File: config.mk
export PLATFORM = sky130hd
export DESIGN_NAME = cart_header_capture
export DESIGN_NICKNAME = d
export VERILOG_FILES = /design/src/hw/gb_cart_pkg.sv /design/src/hw/cart_header_capture.sv
export SDC_FILE = /design/constraint.sdc
export NUM_CORES = 1
export LEC_CHECK = 0
export ABC_AREA = 1
export BUFFER_PORTS_ARGS = -buffer_cell sky130_fd_sc_hd__buf_2
export CAP_MARGIN = 40
export CORE_MARGIN = 2
export CORE_UTILIZATION = 35
export CTS_BUF_LIST = sky130_fd_sc_hd__clkbuf_2 sky130_fd_sc_hd__clkbuf_4 sky130_fd_sc_hd__clkbuf_8
export DETAILED_ROUTE_END_ITERATION = 8
export GPL_TIMING_DRIVEN = 0
export PLACE_DENSITY = 0.63
export SLEW_MARGIN = 15
export SYNTH_ARGS = -nofsm -noshare
export SYNTH_HDL_FRONTEND = slang
export SYNTH_SLANG_ARGS = --single-unit
File: constraint.sdc
create_clock -name clk_sys -period 4.9 [get_ports clk_sys]
set_input_delay 0.98 -clock clk_sys [delete_from_list [all_inputs] [get_ports clk_sys]]
set_output_delay 0.98 -clock clk_sys [all_outputs]
set_load 0.03 [all_outputs]
File: src/hw/gb_cart_pkg.sv
package gb_cart_pkg;

	// ----------------------------------------------------------
	// bus widths
	// ----------------------------------------------------------

	typedef logic [15:0] cpu_addr_t;      // cpu cartridge address
	typedef logic [7:0]  cpu_data_t;      // cpu data byte
	typedef logic [24:0] dl_addr_t;       // download byte address
	typedef logic [15:0] dl_data_t;       // odd byte sits in [15:8]

	// bank numbers
	typedef logic [8:0]  rom_bank_t;      // up to 512 banks on mbc5
	typedef logic [3:0]  ram_bank_t;      // up to 16 banks of 8k

	typedef logic [21:0] rom_word_addr_t; // sdram word address
	typedef logic [16:0] cram_addr_t;     // 128k of cartridge ram

	// controller kind decoded from header byte 0x147
	typedef enum logic [2:0] {
		MBC_NONE,
		MBC_1,
		MBC_2,
		MBC_3,
		MBC_5
	} mbc_kind_t;

	// ----------------------------------------------------------
	// cartridge header locations, on the download bus
	// ----------------------------------------------------------

	localparam dl_addr_t HDR_CGB_ADDR  = 25'h000142; // colour flag in upper byte
	localparam dl_addr_t HDR_TYPE_ADDR = 25'h000146; // cart type in upper byte
	localparam dl_addr_t HDR_SIZE_ADDR = 25'h000148; // {ram size, rom size}

	// ----------------------------------------------------------
	// cpu address regions
	// ----------------------------------------------------------

	// decoded on cart_addr[15:14]
	localparam logic [1:0] ROM_BANK0_AREA = 2'b00; // 0000-3fff fixed bank
	localparam logic [1:0] ROM_BANKN_AREA = 2'b01; // 4000-7fff switchable

	// register writes, decoded on cart_addr[15:13]
	localparam logic [2:0] REG_RAM_EN   = 3'b000; // 0000-1fff
	localparam logic [2:0] REG_ROM_BANK = 3'b001; // 2000-3fff
	localparam logic [2:0] REG_RAM_BANK = 3'b010; // 4000-5fff
	localparam logic [2:0] REG_MODE     = 3'b011; // 6000-7fff

	localparam logic [2:0] CRAM_REGION  = 3'b101; // a000-bfff ram window

	// mbc2 has 512 nibbles, a000-a1ff on cart_addr[15:9]
	localparam logic [6:0] MBC2_RAM_WIN = 7'b1010000;

	localparam logic [3:0] RAM_ENABLE_KEY = 4'hA; // low nibble that opens ram

	localparam int CRAM_DEPTH = 2 ** $bits(cram_addr_t);

endpackage

File: src/hw/cart_header_capture.sv
`timescale 1ns/1ps

module cart_header_capture (
	input  logic                   clk_sys,
	input  logic                   reset,
	input  logic                   dl_active_i,  // rom image download running
	input  logic                   dl_wr_i,
	input  gb_cart_pkg::dl_addr_t  dl_addr_i,
	input  gb_cart_pkg::dl_data_t  dl_data_i,
	output gb_cart_pkg::mbc_kind_t kind_o,
	output gb_cart_pkg::rom_bank_t rom_mask_o,
	output gb_cart_pkg::ram_bank_t ram_mask_o,
	output logic                   cgb_game_o
);
	import gb_cart_pkg::*;

	cpu_data_t cgb_flag;   // header 0x143 byte
	cpu_data_t cart_type;  // header 0x147
	cpu_data_t rom_size;   // header 0x148
	cpu_data_t ram_size;   // header 0x149

	// ----------------------------------------------------------
	// header capture, words arrive on even addresses
	// ----------------------------------------------------------
	always_ff @(posedge clk_sys) begin
		if (reset) begin
			cgb_flag  <= '0;
			cart_type <= '0;
			rom_size  <= '0;
			ram_size  <= '0;
		end else if (dl_active_i && dl_wr_i) begin
			case (dl_addr_i)
				HDR_CGB_ADDR:  cgb_flag  <= dl_data_i[15:8];
				HDR_TYPE_ADDR: cart_type <= dl_data_i[15:8];
				HDR_SIZE_ADDR: {ram_size, rom_size} <= dl_data_i;
				default: ;
			endcase
		end
	end

	// controller kind from the cart type byte
	always_comb begin
		if (cart_type inside {[8'h01:8'h03]}) begin
			kind_o = MBC_1;
		end else if (cart_type inside {[8'h05:8'h06]}) begin
			kind_o = MBC_2;
		end else if (cart_type inside {[8'h0F:8'h13]}) begin
			kind_o = MBC_3;
		end else if (cart_type inside {[8'h19:8'h1E]}) begin
			kind_o = MBC_5;
		end else begin
			kind_o = MBC_NONE;  // plain 32k rom, or a mapper we do not handle
		end
	end

	// rom size n -> 2^(n+1) banks, odd sizes fall back to 128 banks
	always_comb begin
		if (rom_size inside {[8'd1:8'd8]}) begin
			rom_mask_o = rom_bank_t'((10'd2 << rom_size[3:0]) - 10'd1);
		end else begin
			rom_mask_o = rom_bank_t'(127);
		end
	end

	// 0-2 is a single bank or less, 3 is 32k, larger is 128k
	assign ram_mask_o = (ram_size <= 8'd2) ? 4'h0 :
	                    (ram_size == 8'd3) ? 4'h3 : 4'hF;

	assign cgb_game_o = (cgb_flag == 8'h80) || (cgb_flag == 8'hC0); // dual mode or cgb only

endmodule

==> key figures <==
Die
  • DIE AREA: 0.006153 mm²
  • Die Y: 78.44 µm
  • Ports: 62
  • Die width: 78.44 µm
  • Initial core utilization: 0.3566
  • Core area: 0.005439 mm²
  • # rows: 27

Placement
  • Final RePlAce weighted congestion: 0.8184
  • Placed cell area: 0.002328 mm²
  • DPL Wire Length: 3.539 mm
  • PortBufs: 59
  • Pre-CTS setup slack: 2.180 ns

Finish
  • Layout cell share with drive strength beyond 1: 0.2256
  • Final instance area: 0.002465 mm²
  • N_diodes: 0
  • Net count reported at finish: 435
  • Area Growth Syn to Fin: 27.10%

Timing
  • WHS: 0.5113 ns
  • Fmax achieved: 325.8 MHz
  • Min cycle time layout: 3.070 ns
  • PnR worst setup slack: 1.830 ns
  • Final number of max-transition violations: 0
  • Fin Setup TNS: 0 ns
  • Skew final: 0 ns
  • Final Cycle Share: 0.6264
  • Setup violators final: 0
  • Final hold viol count: 0
  • RSZ-0062 raised after global routing: false

GRT
  • First-pass GRT wire length: 7.783 mm
  • Overflow after GRT: 0
  • Pin count of the biggest net entering global routing: 11
  • Initial antenna violation count: 0
  • GRT Total Usage: 0.1553
  • Vias in the first global route: 1955

Route
  • Routed Antenna Nets: 0
  • DRC: 0
  • Routed WL: 4.400 mm
  • First drt pass iteration count: 4
  • Drt wl/cell: 9.524 µm
  • Vias per cell: 4.359
  • DRT iter0 DRCs: 114
  • Total vias in the final route: 2014

Power
  • Peak supply drop: 93.81 µV
  • PD cells: 242.6 mW/mm²
  • Static leakage: 1.379 nW
  • Tot Pwr: 598.1 µW

Min path
  • Hold/Removal Path Class: register to register

Logic synthesis
  • Area contributors post-synth: dfxtp_1 32%, nand2_1 16%, inv_1 14%
  • Yosys warnings: 0
  • Number of synthesized register bits: 31
  • Top post-synthesis cells by count: 81 x nand2_1, 70 x inv_1, 68 x nor2_1
  • Distinct cells, synth: 30
  • Asr flop ratio synth: 0
  • Yosys top cell area share: 0.3200
  • Post-synth top area cell: dfxtp_1
  • Post-synth EDFFs: 0
  • Syn avg cell area: 6.023 µm²
  • Post-synthesis cell count: 322
  • Sequential share of the synthesized area: 0.3200
  • Most frequent cell after synthesis: nand2_1
  • Ys flop type: dfxtp_1
  • Cell area after synthesis: 0.001939 mm²

Job
  • Max-Cap Viols: 0

Clocking
  • Total CTS buffers: 5
  • Worst skew pair latency: 0.27 ns
  • Hold_buf cts: 0
  • Clock Tree Buf Depth: 2
  • Setup bufs post-CTS: 0
  • Clk slew on worst S/H paths: 0.07 ns
  • H-tree levels: 2
  • # clock sinks: 31
  • CTS tree: yes
  • Root buffer cell: clkbuf_8
  • PostCTS Resize Cnt: 0

Critical path
  • Critical path data required time: 3.92 ns
  • Worst Path Arrival: 2.09 ns
  • Crit. End Element: primary output
  • Critical path class: register to primary output
  • Critical Path Fanout Max: 5
  • Startpoint Class: register
  • Reg2Reg Setup Slack: 4.14 ns

Status
  • Status: finished, final reports clean
## registers in the layout (all words and copies together) (netlist names)
register and cells:
cgb_flag 7, cart_type 8, rom_size 8, ram_size 8
## layout by cell type (no fill, tap or decap)
| master | Yosys | layout |
|---|---|---|
| nand2_1 | 81 | 81 |
| inv_1 | 70 | 70 |
| nor2_1 | 68 | 68 |
| buf_2 | 2 | 61 |
| dfxtp_1 | 31 | 31 |
| nand4_1 | 20 | 20 |
| nand3_1 | 6 | 6 |
| buf_4 | 5 | 5 |
| clkbuf_8 | 0 | 5 |
| inv_2 | 4 | 4 |
| o21ai_0 | 4 | 4 |
| nor3_1 | 3 | 3 |
| nor4_1 | 3 | 3 |
| nand3_4 | 3 | 3 |
| a21oi_1 | 2 | 2 |
| o21ai_1 | 2 | 2 |
| buf_6 | 2 | 2 |
| buf_1 | 2 | 2 |
| nor2_2 | 2 | 2 |
| conb_1 | 1 | 2 |
| bufinv_16 | 0 | 2 |
| o31ai_1 | 1 | 1 |
| a21boi_0 | 1 | 1 |
| o211ai_1 | 1 | 1 |
| o21bai_1 | 1 | 1 |
| o2111a_1 | 1 | 1 |
| nand3b_1 | 1 | 1 |
| nand3_2 | 1 | 1 |
| nor2_8 | 1 | 1 |
| clkbuf_1 | 1 | 1 |
| nor2_4 | 1 | 1 |
| ha_1 | 1 | 1 |
| clkbuf_4 | 0 | 1 |
## metrics by stage
stage / util / instances
floorplan: - / 323
global placement: 0.4281 / 454
detailed placement: 0.4281 / 454
CTS: 0.4532 / 462
global route: 0.4532 / 462
finish: 0.4532 / 462
## area by class of cell
type | instances | area, µm²
clock inverters | 2 | 60.06
fillers | 606 | 2974
well taps | 72 | 90.09
clock buffers | 6 | 76.32
plain buffers | 12 | 81.33
repair buffers | 59 | 295.3
multi-input cells | 206 | 963.4
flip-flops and latches | 31 | 620.6
inverters | 74 | 277.8
## metal layers
metal / part of all wire / vias to the layer above / track usage
li1: - / 1096 / -
met1: 0.43 / 866 / 0.1665
met2: 0.50 / 43 / 0.2940
met3: 0.047 / 9 / 0.03448
met4: 0.019 / 0 / 0.05965
met5: 0 / - / 0
## cell families after synthesis
| family | Yosys count | share of synthesized area |
|---|---|---|
| other cells | 1 | 0.001934 |
| flops | 31 | 0.3200 |
| compound gates | 13 | 0.04194 |
| fa+ha+maj | 1 | 0.006451 |
| simple gates | 190 | 0.4445 |
| buf+inv | 86 | 0.1852 |
## where the power goes
group	total [mW]	switching [mW]	internal, mW
Sequential	0.252	0.00000000293	0.252
Clock	0.302	0.0930	0.209
Combinational	0.0444	0.0251	0.0192
Total	0.598	0.118	0.480
## critical path, stage by stage, from the launching register on
cell and delay [ns]:
dfxtp_1 0.38, inv_1 0.09, nand2_1 0.15, nor2_1 0.09
inv_1 0.06, ha_1 0.17, a21boi_0 0.24, inv_1 0.10
o21ai_0 0.08, o21ai_0 0.10, nor3_1 0.13, buf_2 0.22
## path summary, 6_finish.rpt
path,startpoint,to,cells past startpoint
max,rom_size[0]$_SDFFE_PP0P_,rom_mask_o[7],11
min,cgb_flag[4]$_SDFFE_PP0P_,cgb_flag[4]$_SDFFE_PP0P_,4
max reg2reg,rom_size[2]$_SDFFE_PP0P_,rom_size[2]$_SDFFE_PP0P_,4
min reg2reg,cgb_flag[4]$_SDFFE_PP0P_,cgb_flag[4]$_SDFFE_PP0P_,4
(Power assumes the default switching activity.)
