--- src/hw/gb_cart_pkg.sv ---
package gb_cart_pkg;

	// ----------------------------------------------------------
	// bus widths
	// ----------------------------------------------------------

	typedef logic [15:0] cpu_addr_t;      // cpu cartridge address
	typedef logic [7:0]  cpu_data_t;      // cpu data byte
	typedef logic [24:0] dl_addr_t;       // download byte address
	typedef logic [15:0] dl_data_t;       // odd byte sits in [15:8]

	// bank numbers
	typedef logic [8:0]  rom_bank_t;      // up to 512 banks on mbc5
	typedef logic [3:0]  ram_bank_t;      // up to 16 banks of 8k

	typedef logic [21:0] rom_word_addr_t; // sdram word address
	typedef logic [16:0] cram_addr_t;     // 128k of cartridge ram

	// controller kind decoded from header byte 0x147
	typedef enum logic [2:0] {
		MBC_NONE,
		MBC_1,
		MBC_2,
		MBC_3,
		MBC_5
	} mbc_kind_t;

	// ----------------------------------------------------------
	// cartridge header locations, on the download bus
	// ----------------------------------------------------------

	localparam dl_addr_t HDR_CGB_ADDR  = 25'h000142; // colour flag in upper byte
	localparam dl_addr_t HDR_TYPE_ADDR = 25'h000146; // cart type in upper byte
	localparam dl_addr_t HDR_SIZE_ADDR = 25'h000148; // {ram size, rom size}

	// ----------------------------------------------------------
	// cpu address regions
	// ----------------------------------------------------------

	// decoded on cart_addr[15:14]
	localparam logic [1:0] ROM_BANK0_AREA = 2'b00; // 0000-3fff fixed bank
	localparam logic [1:0] ROM_BANKN_AREA = 2'b01; // 4000-7fff switchable

	// register writes, decoded on cart_addr[15:13]
	localparam logic [2:0] REG_RAM_EN   = 3'b000; // 0000-1fff
	localparam logic [2:0] REG_ROM_BANK = 3'b001; // 2000-3fff
	localparam logic [2:0] REG_RAM_BANK = 3'b010; // 4000-5fff
	localparam logic [2:0] REG_MODE     = 3'b011; // 6000-7fff

	localparam logic [2:0] CRAM_REGION  = 3'b101; // a000-bfff ram window

	// mbc2 has 512 nibbles, a000-a1ff on cart_addr[15:9]
	localparam logic [6:0] MBC2_RAM_WIN = 7'b1010000;

	localparam logic [3:0] RAM_ENABLE_KEY = 4'hA; // low nibble that opens ram

	localparam int CRAM_DEPTH = 2 ** $bits(cram_addr_t);

endpackage

--- src/hw/mbc_bank_if.sv ---
`timescale 1ns/1ps

// bank register state, from the register block to the address map
interface mbc_bank_if;
	import gb_cart_pkg::*;

	rom_bank_t rom_bank;   // selected rom bank for 4000-7fff
	ram_bank_t ram_bank;   // selected ram bank, also upper rom bits on mbc1
	logic      mbc1_mode;  // 0 = 16/8 mode, 1 = 4/32 mode
	logic      rtc_mode;   // mbc3 clock registers mapped at a000
	logic      ram_enable;

	modport regs (
		output rom_bank, ram_bank, mbc1_mode, rtc_mode, ram_enable
	);

	modport map (
		input rom_bank, ram_bank, mbc1_mode, rtc_mode, ram_enable
	);

endinterface

--- src/hw/mbc_bank_regs.sv ---
`timescale 1ns/1ps

module mbc_bank_regs (
	input  logic                   clk_sys,
	input  logic                   reset,
	input  logic                   dl_active_i,  // hold regs while a rom loads
	input  logic                   cart_wr_i,
	input  gb_cart_pkg::cpu_addr_t cart_addr_i,
	input  gb_cart_pkg::cpu_data_t cart_di_i,
	input  gb_cart_pkg::mbc_kind_t kind_i,
	mbc_bank_if.regs               bank
);
	import gb_cart_pkg::*;

	logic [2:0] wr_region;  // 8k region of the write

	assign wr_region = cart_addr_i[15:13];

	// ----------------------------------------------------------
	// cpu writes into the rom area land here
	// ----------------------------------------------------------
	always_ff @(posedge clk_sys) begin
		if (reset || dl_active_i) begin
			bank.rom_bank   <= rom_bank_t'(1);  // bank 1 mapped at 4000 out of reset
			bank.ram_bank   <= '0;
			bank.mbc1_mode  <= 1'b0;
			bank.rtc_mode   <= 1'b0;
			bank.ram_enable <= 1'b0;
		end else if (cart_wr_i) begin
			case (wr_region)
				REG_RAM_EN: begin
					bank.ram_enable <= (cart_di_i[3:0] == RAM_ENABLE_KEY);
				end

				REG_ROM_BANK: begin
					if (kind_i == MBC_5) begin
						// mbc5 splits the 9 bit bank over two registers
						if (cart_addr_i[12]) begin
							bank.rom_bank[8] <= cart_di_i[0];  // 3000-3fff
						end else begin
							bank.rom_bank[7:0] <= cart_di_i;  // 2000-2fff
						end
					end else if (cart_di_i[6:0] == 7'd0) begin
						bank.rom_bank <= rom_bank_t'(1);  // bank 0 reads as bank 1
					end else begin
						bank.rom_bank <= {2'b00, cart_di_i[6:0]};
					end
				end

				REG_RAM_BANK: begin
					if (kind_i == MBC_3) begin
						if (cart_di_i[3]) begin
							bank.rtc_mode <= 1'b1;  // 08-0c select a clock register
						end else begin
							bank.rtc_mode <= 1'b0;
							bank.ram_bank <= {2'b00, cart_di_i[1:0]};
						end
					end else if (kind_i == MBC_5) begin
						bank.ram_bank <= cart_di_i[3:0];
					end else begin
						bank.ram_bank <= {2'b00, cart_di_i[1:0]};  // mbc1 upper bits
					end
				end

				REG_MODE: begin
					if (kind_i == MBC_1) begin
						bank.mbc1_mode <= cart_di_i[0];
					end
				end

				default: ;  // ram window and above, not a register
			endcase
		end
	end

endmodule

--- src/flat_wrapper.sv ---
// flat-port wrapper written by rule: the top's interface ports become plain ports
module mbc_bank_regs_flat import gb_cart_pkg::*;
  (clk_sys, reset, dl_active_i, cart_wr_i, cart_addr_i, cart_di_i, kind_i, bank_rom_bank, bank_ram_bank, bank_mbc1_mode, bank_rtc_mode, bank_ram_enable);
  mbc_bank_if bank_i ();
  input  logic clk_sys;
  input  logic reset;
  input  logic dl_active_i;
  input  logic cart_wr_i;
  input  gb_cart_pkg::cpu_addr_t cart_addr_i;
  input  gb_cart_pkg::cpu_data_t cart_di_i;
  input  gb_cart_pkg::mbc_kind_t kind_i;
  output wire logic [$bits(bank_i.rom_bank)-1:0] bank_rom_bank;
  output wire logic [$bits(bank_i.ram_bank)-1:0] bank_ram_bank;
  output wire logic [$bits(bank_i.mbc1_mode)-1:0] bank_mbc1_mode;
  output wire logic [$bits(bank_i.rtc_mode)-1:0] bank_rtc_mode;
  output wire logic [$bits(bank_i.ram_enable)-1:0] bank_ram_enable;
  assign bank_rom_bank = bank_i.rom_bank;
  assign bank_ram_bank = bank_i.ram_bank;
  assign bank_mbc1_mode = bank_i.mbc1_mode;
  assign bank_rtc_mode = bank_i.rtc_mode;
  assign bank_ram_enable = bank_i.ram_enable;
  mbc_bank_regs u_core (.clk_sys(clk_sys), .reset(reset), .dl_active_i(dl_active_i), .cart_wr_i(cart_wr_i), .cart_addr_i(cart_addr_i), .cart_di_i(cart_di_i), .kind_i(kind_i), .bank(bank_i));
endmodule
--- config.mk ---
export PLATFORM = sky130hd
export DESIGN_NAME = mbc_bank_regs_flat
export DESIGN_NICKNAME = d
export VERILOG_FILES = /design/src/hw/gb_cart_pkg.sv /design/src/hw/mbc_bank_if.sv /design/src/hw/mbc_bank_regs.sv /design/src/flat_wrapper.sv
export SDC_FILE = /design/constraint.sdc
export NUM_CORES = 1
export LEC_CHECK = 0
export BUFFER_PORTS_ARGS = -buffer_cell sky130_fd_sc_hd__buf_2
export CAP_MARGIN = 40
export CORE_UTILIZATION = 45
export DETAILED_ROUTE_END_ITERATION = 7
export PLACE_DENSITY = 0.82
export SYNTH_ARGS = -nofsm -noshare
export SYNTH_HDL_FRONTEND = slang
export SYNTH_SLANG_ARGS = --single-unit
export TNS_END_PERCENT = 5
--- constraint.sdc ---
create_clock -name clk_sys -period 2.1 [get_ports clk_sys]
set_input_delay 0.525 -clock clk_sys [delete_from_list [all_inputs] [get_ports clk_sys]]
set_output_delay 0.525 -clock clk_sys [all_outputs]
set_load 0.01 [all_outputs]
==> results.yml <==
outcome:
  outcome: "finished with violations"
  violations: "design-rule violations"
pwr:
  switching_power_w: 0.000133
  powerDensity_mw_per_mm2: 537
  peakVddDrop_v: 0.000383
  leakage_nw: 0.400
  internal_power_w: 0.000399
  p_seq_share_pct: 57.3
  p_sw_share_pct: 25.0
  combPwrFrac_pct: 12.5
  power_frac_clock_pct: 30.2
  p_total_w: 0.000533
die:
  die_w_um: 44.2
  pin_count: 47
  start_util_pct: 50.7
  die_h_um: 44.2
  coreArea_sq_mm: 0.00158
  row_count: 14
  die_area_sq_mm: 0.00195
grt:
  grt_max_degree: 15
  antenna_found_initial: 0
  grt_pass1_wl_mm: 2.95
  grt.total_usage_pct: 19.9
  overflow: 0
  grt_pass1_vias: 693
timing:
  final.setup.tns_ns: 0
  post-route-period-util_pct: 63.7
  hold_viol_final: 0
  setup_viol: 0
  tightest_slew_ns: 0.486
  fmax_mhz: 748
  rsz0062_at_grt: "false"
  drv_slew: 0
  maxSlewHeadroom_pct: 67.6
  fin_worst_skew_ns: 0
  period_minus_slack_ns: 1.34
critical_path:
  cp-start-kind: "input port"
  critPathMaxFanout: 9
  crit_path_top_delay_cell: "nand4bb_1"
  cp-end-kind: "flip-flop"
  cp_data_arrival_time_ns: 1.51
  slowest_delay_ns: 0.41
  path_buf_inv: 1
  critPathRequiredTime_ns: 2.27
  critical_path.cell_chain: "buf_2, nand4bb_1, nor4_1, a21oi_1"
  critical_path_class: "input port to flip-flop"
  crit_family: "simple AND/OR/NAND/NOR gates"
clock_tree:
  hold_buffers: 0
  cts-root-buf: "clkbuf_4"
  cts_buffer_depth: 2
  clock_latency_ns: 0.28
  post_cts_buffers: 0
  cts.sinks: 16
  cts_tree: "built"
  htree_levels: 1
  clkTransAtPathRegs_ns: 0.09
  cts_resized: 0
  numCtsBuffers: 3
placement:
  gp_congestion: 0.854
  io_buffers: 34
  post-dp-hpwl_mm: 1.43
layout:
  drive_gt1_share_pct: 33.3
  nets: 156
  n_antenna_cell: 0
  fin_util_pct: 62.9
  fillers: 145
  area_growth_pct: 24.1
drt:
  post_drt_wl_per_cell_um: 13.5
  drtPass1Iterations: 6
  vias: 855
  vias_per_cell: 6.15
  ant_nets: 0
  drc: 2
  wl_mm: 1.87
  drtIter0Drc: 13
synthesis:
  syn_area_per_cell_sq_um: 8.79
  synth_top_area_share_pct: 40.1
  yosys.area.top_type: "dfxtp_1"
  synthCells: 91
  ys_seq_elements: 16
  synthTopCellsByArea: "dfxtp_1, nand3_1, a21oi_1"
  ys_types: 27
  synthesis.nets: 122
  netlist_area_sq_um: 800
  yosysWarnings: 0
  yosysSeqAreaShare_pct: 40.1
hold_path:
  hp-class: "flip-flop to flip-flop"
job:
  drv_cap: 0
==> cells by family after synthesis <==
| group | synth area share, % |
|---|---|
| multiplexers | 5.01 |
| buffers and inverters | 2.97 |
| AO/OA/AOI/OAI | 16.3 |
| AND/OR/NAND/NOR | 35.7 |
| flip-flops | 40.1 |
==> per-stage QoR <==
step	hold slack (ns)	cell area (sq um)	setup slack, ns	cells
final	0.467	992	0.763	139
after global routing	0.499	992	0.595	139
after CTS	0.465	992	0.761	139
after global placement	0.444	970	0.491	136
after floorplan	0.479	800	0.782	91
after detailed placement	0.453	970	0.479	136
==> layout make-up <==
type | instances | area, sq um | area share [%]
multi-input combinational | 69 | 455 | 45.9
sequential | 16 | 320 | 32.3
timing repair buffer | 34 | 170 | 17.2
clock buffer | 3 | 22.5 | 2.27
tap | 16 | 20.0 | 2.02
inverter | 1 | 3.75 | 0.378
==> state kept, by name (all words and copies together) (netlist names) <==
signal                  count
u_core.bank.rom_bank        9
u_core.bank.ram_enable      1
u_core.bank.ram_bank        4
u_core.bank.mbc1_mode       1
u_core.bank.rtc_mode        1
==> cells in the final DEF, fill, tap and decap left out, drive strengths merged <==
cell type and n:
buf 34, dfxtp 16, nand3 12, a21oi 11
o21ai 10, nand2 5, nor2 4, mux2i 4
nand4bb 3, clkbuf 3, and4bb 3, nor4 3
nand4b 2, nor4bb 2, a31o 2, nor3b 1
or2 1, or3b 1, a211oi 1, and4b 1
and2b 1, inv 1, nand4 1, nor4b 1
==> worst min-delay path: stages (launching register included) <==
cell and delay (ns):
dfxtp_1 0.32, nand2_1 0.05, mux2i_1 0.05
==> per-layer routing <==
layer	GRT usage, %	share of wire, %	vias up
met5	0	0	-
li1	-	-	415
met3	2.45	6.6	8
met4	10.3	2.7	0
met1	27.6	45	394
met2	30.0	46	38
==> power by group through the flow <==
stage / Sequential, W / Combinational [W] / Clock (W)
detailed placement: 0.000312 / 0.0000656 / 0
CTS: 0.000305 / 0.0000660 / 0.000159
global placement: 0.000312 / 0.0000640 / 0
floorplan: 0.000313 / 0.0000299 / 0
global route: 0.000306 / 0.0000730 / 0.000170
finish: 0.000305 / 0.0000666 / 0.000161
==> synthesized netlist by cell type <==
cell type,instances
dfxtp_1,16
nand3_1,12
a21oi_1,11
o21ai_0,9
nand2_1,5
clkbuf_1,4
mux2i_1,4
nor2_1,4
nand4bb_1,3
a31o_1,2
and4bb_2,2
nand4b_1,2
nor4_1,2
nor4bb_1,2
a211oi_1,1
and2b_1,1
and4b_1,1
and4bb_1,1
buf_2,1
inv_1,1
nand4_1,1
nor3b_1,1
nor4_2,1
nor4b_1,1
o21ai_1,1
or2_1,1
or3b_4,1
==> final timing paths <==
path	from	endpoint	slack, ns	cells after the start
max	cart_addr_i[15]	u_core.bank.rom_bank[0]	0.76	4
min	u_core.bank.ram_bank[3]	u_core.bank.ram_bank[3]	0.47	2
max reg2reg	u_core.bank.mbc1_mode	u_core.bank.mbc1_mode	1.38	3
min reg2reg	u_core.bank.ram_bank[3]	u_core.bank.ram_bank[3]	0.47	2
Power figures use the tool's default switching activity.
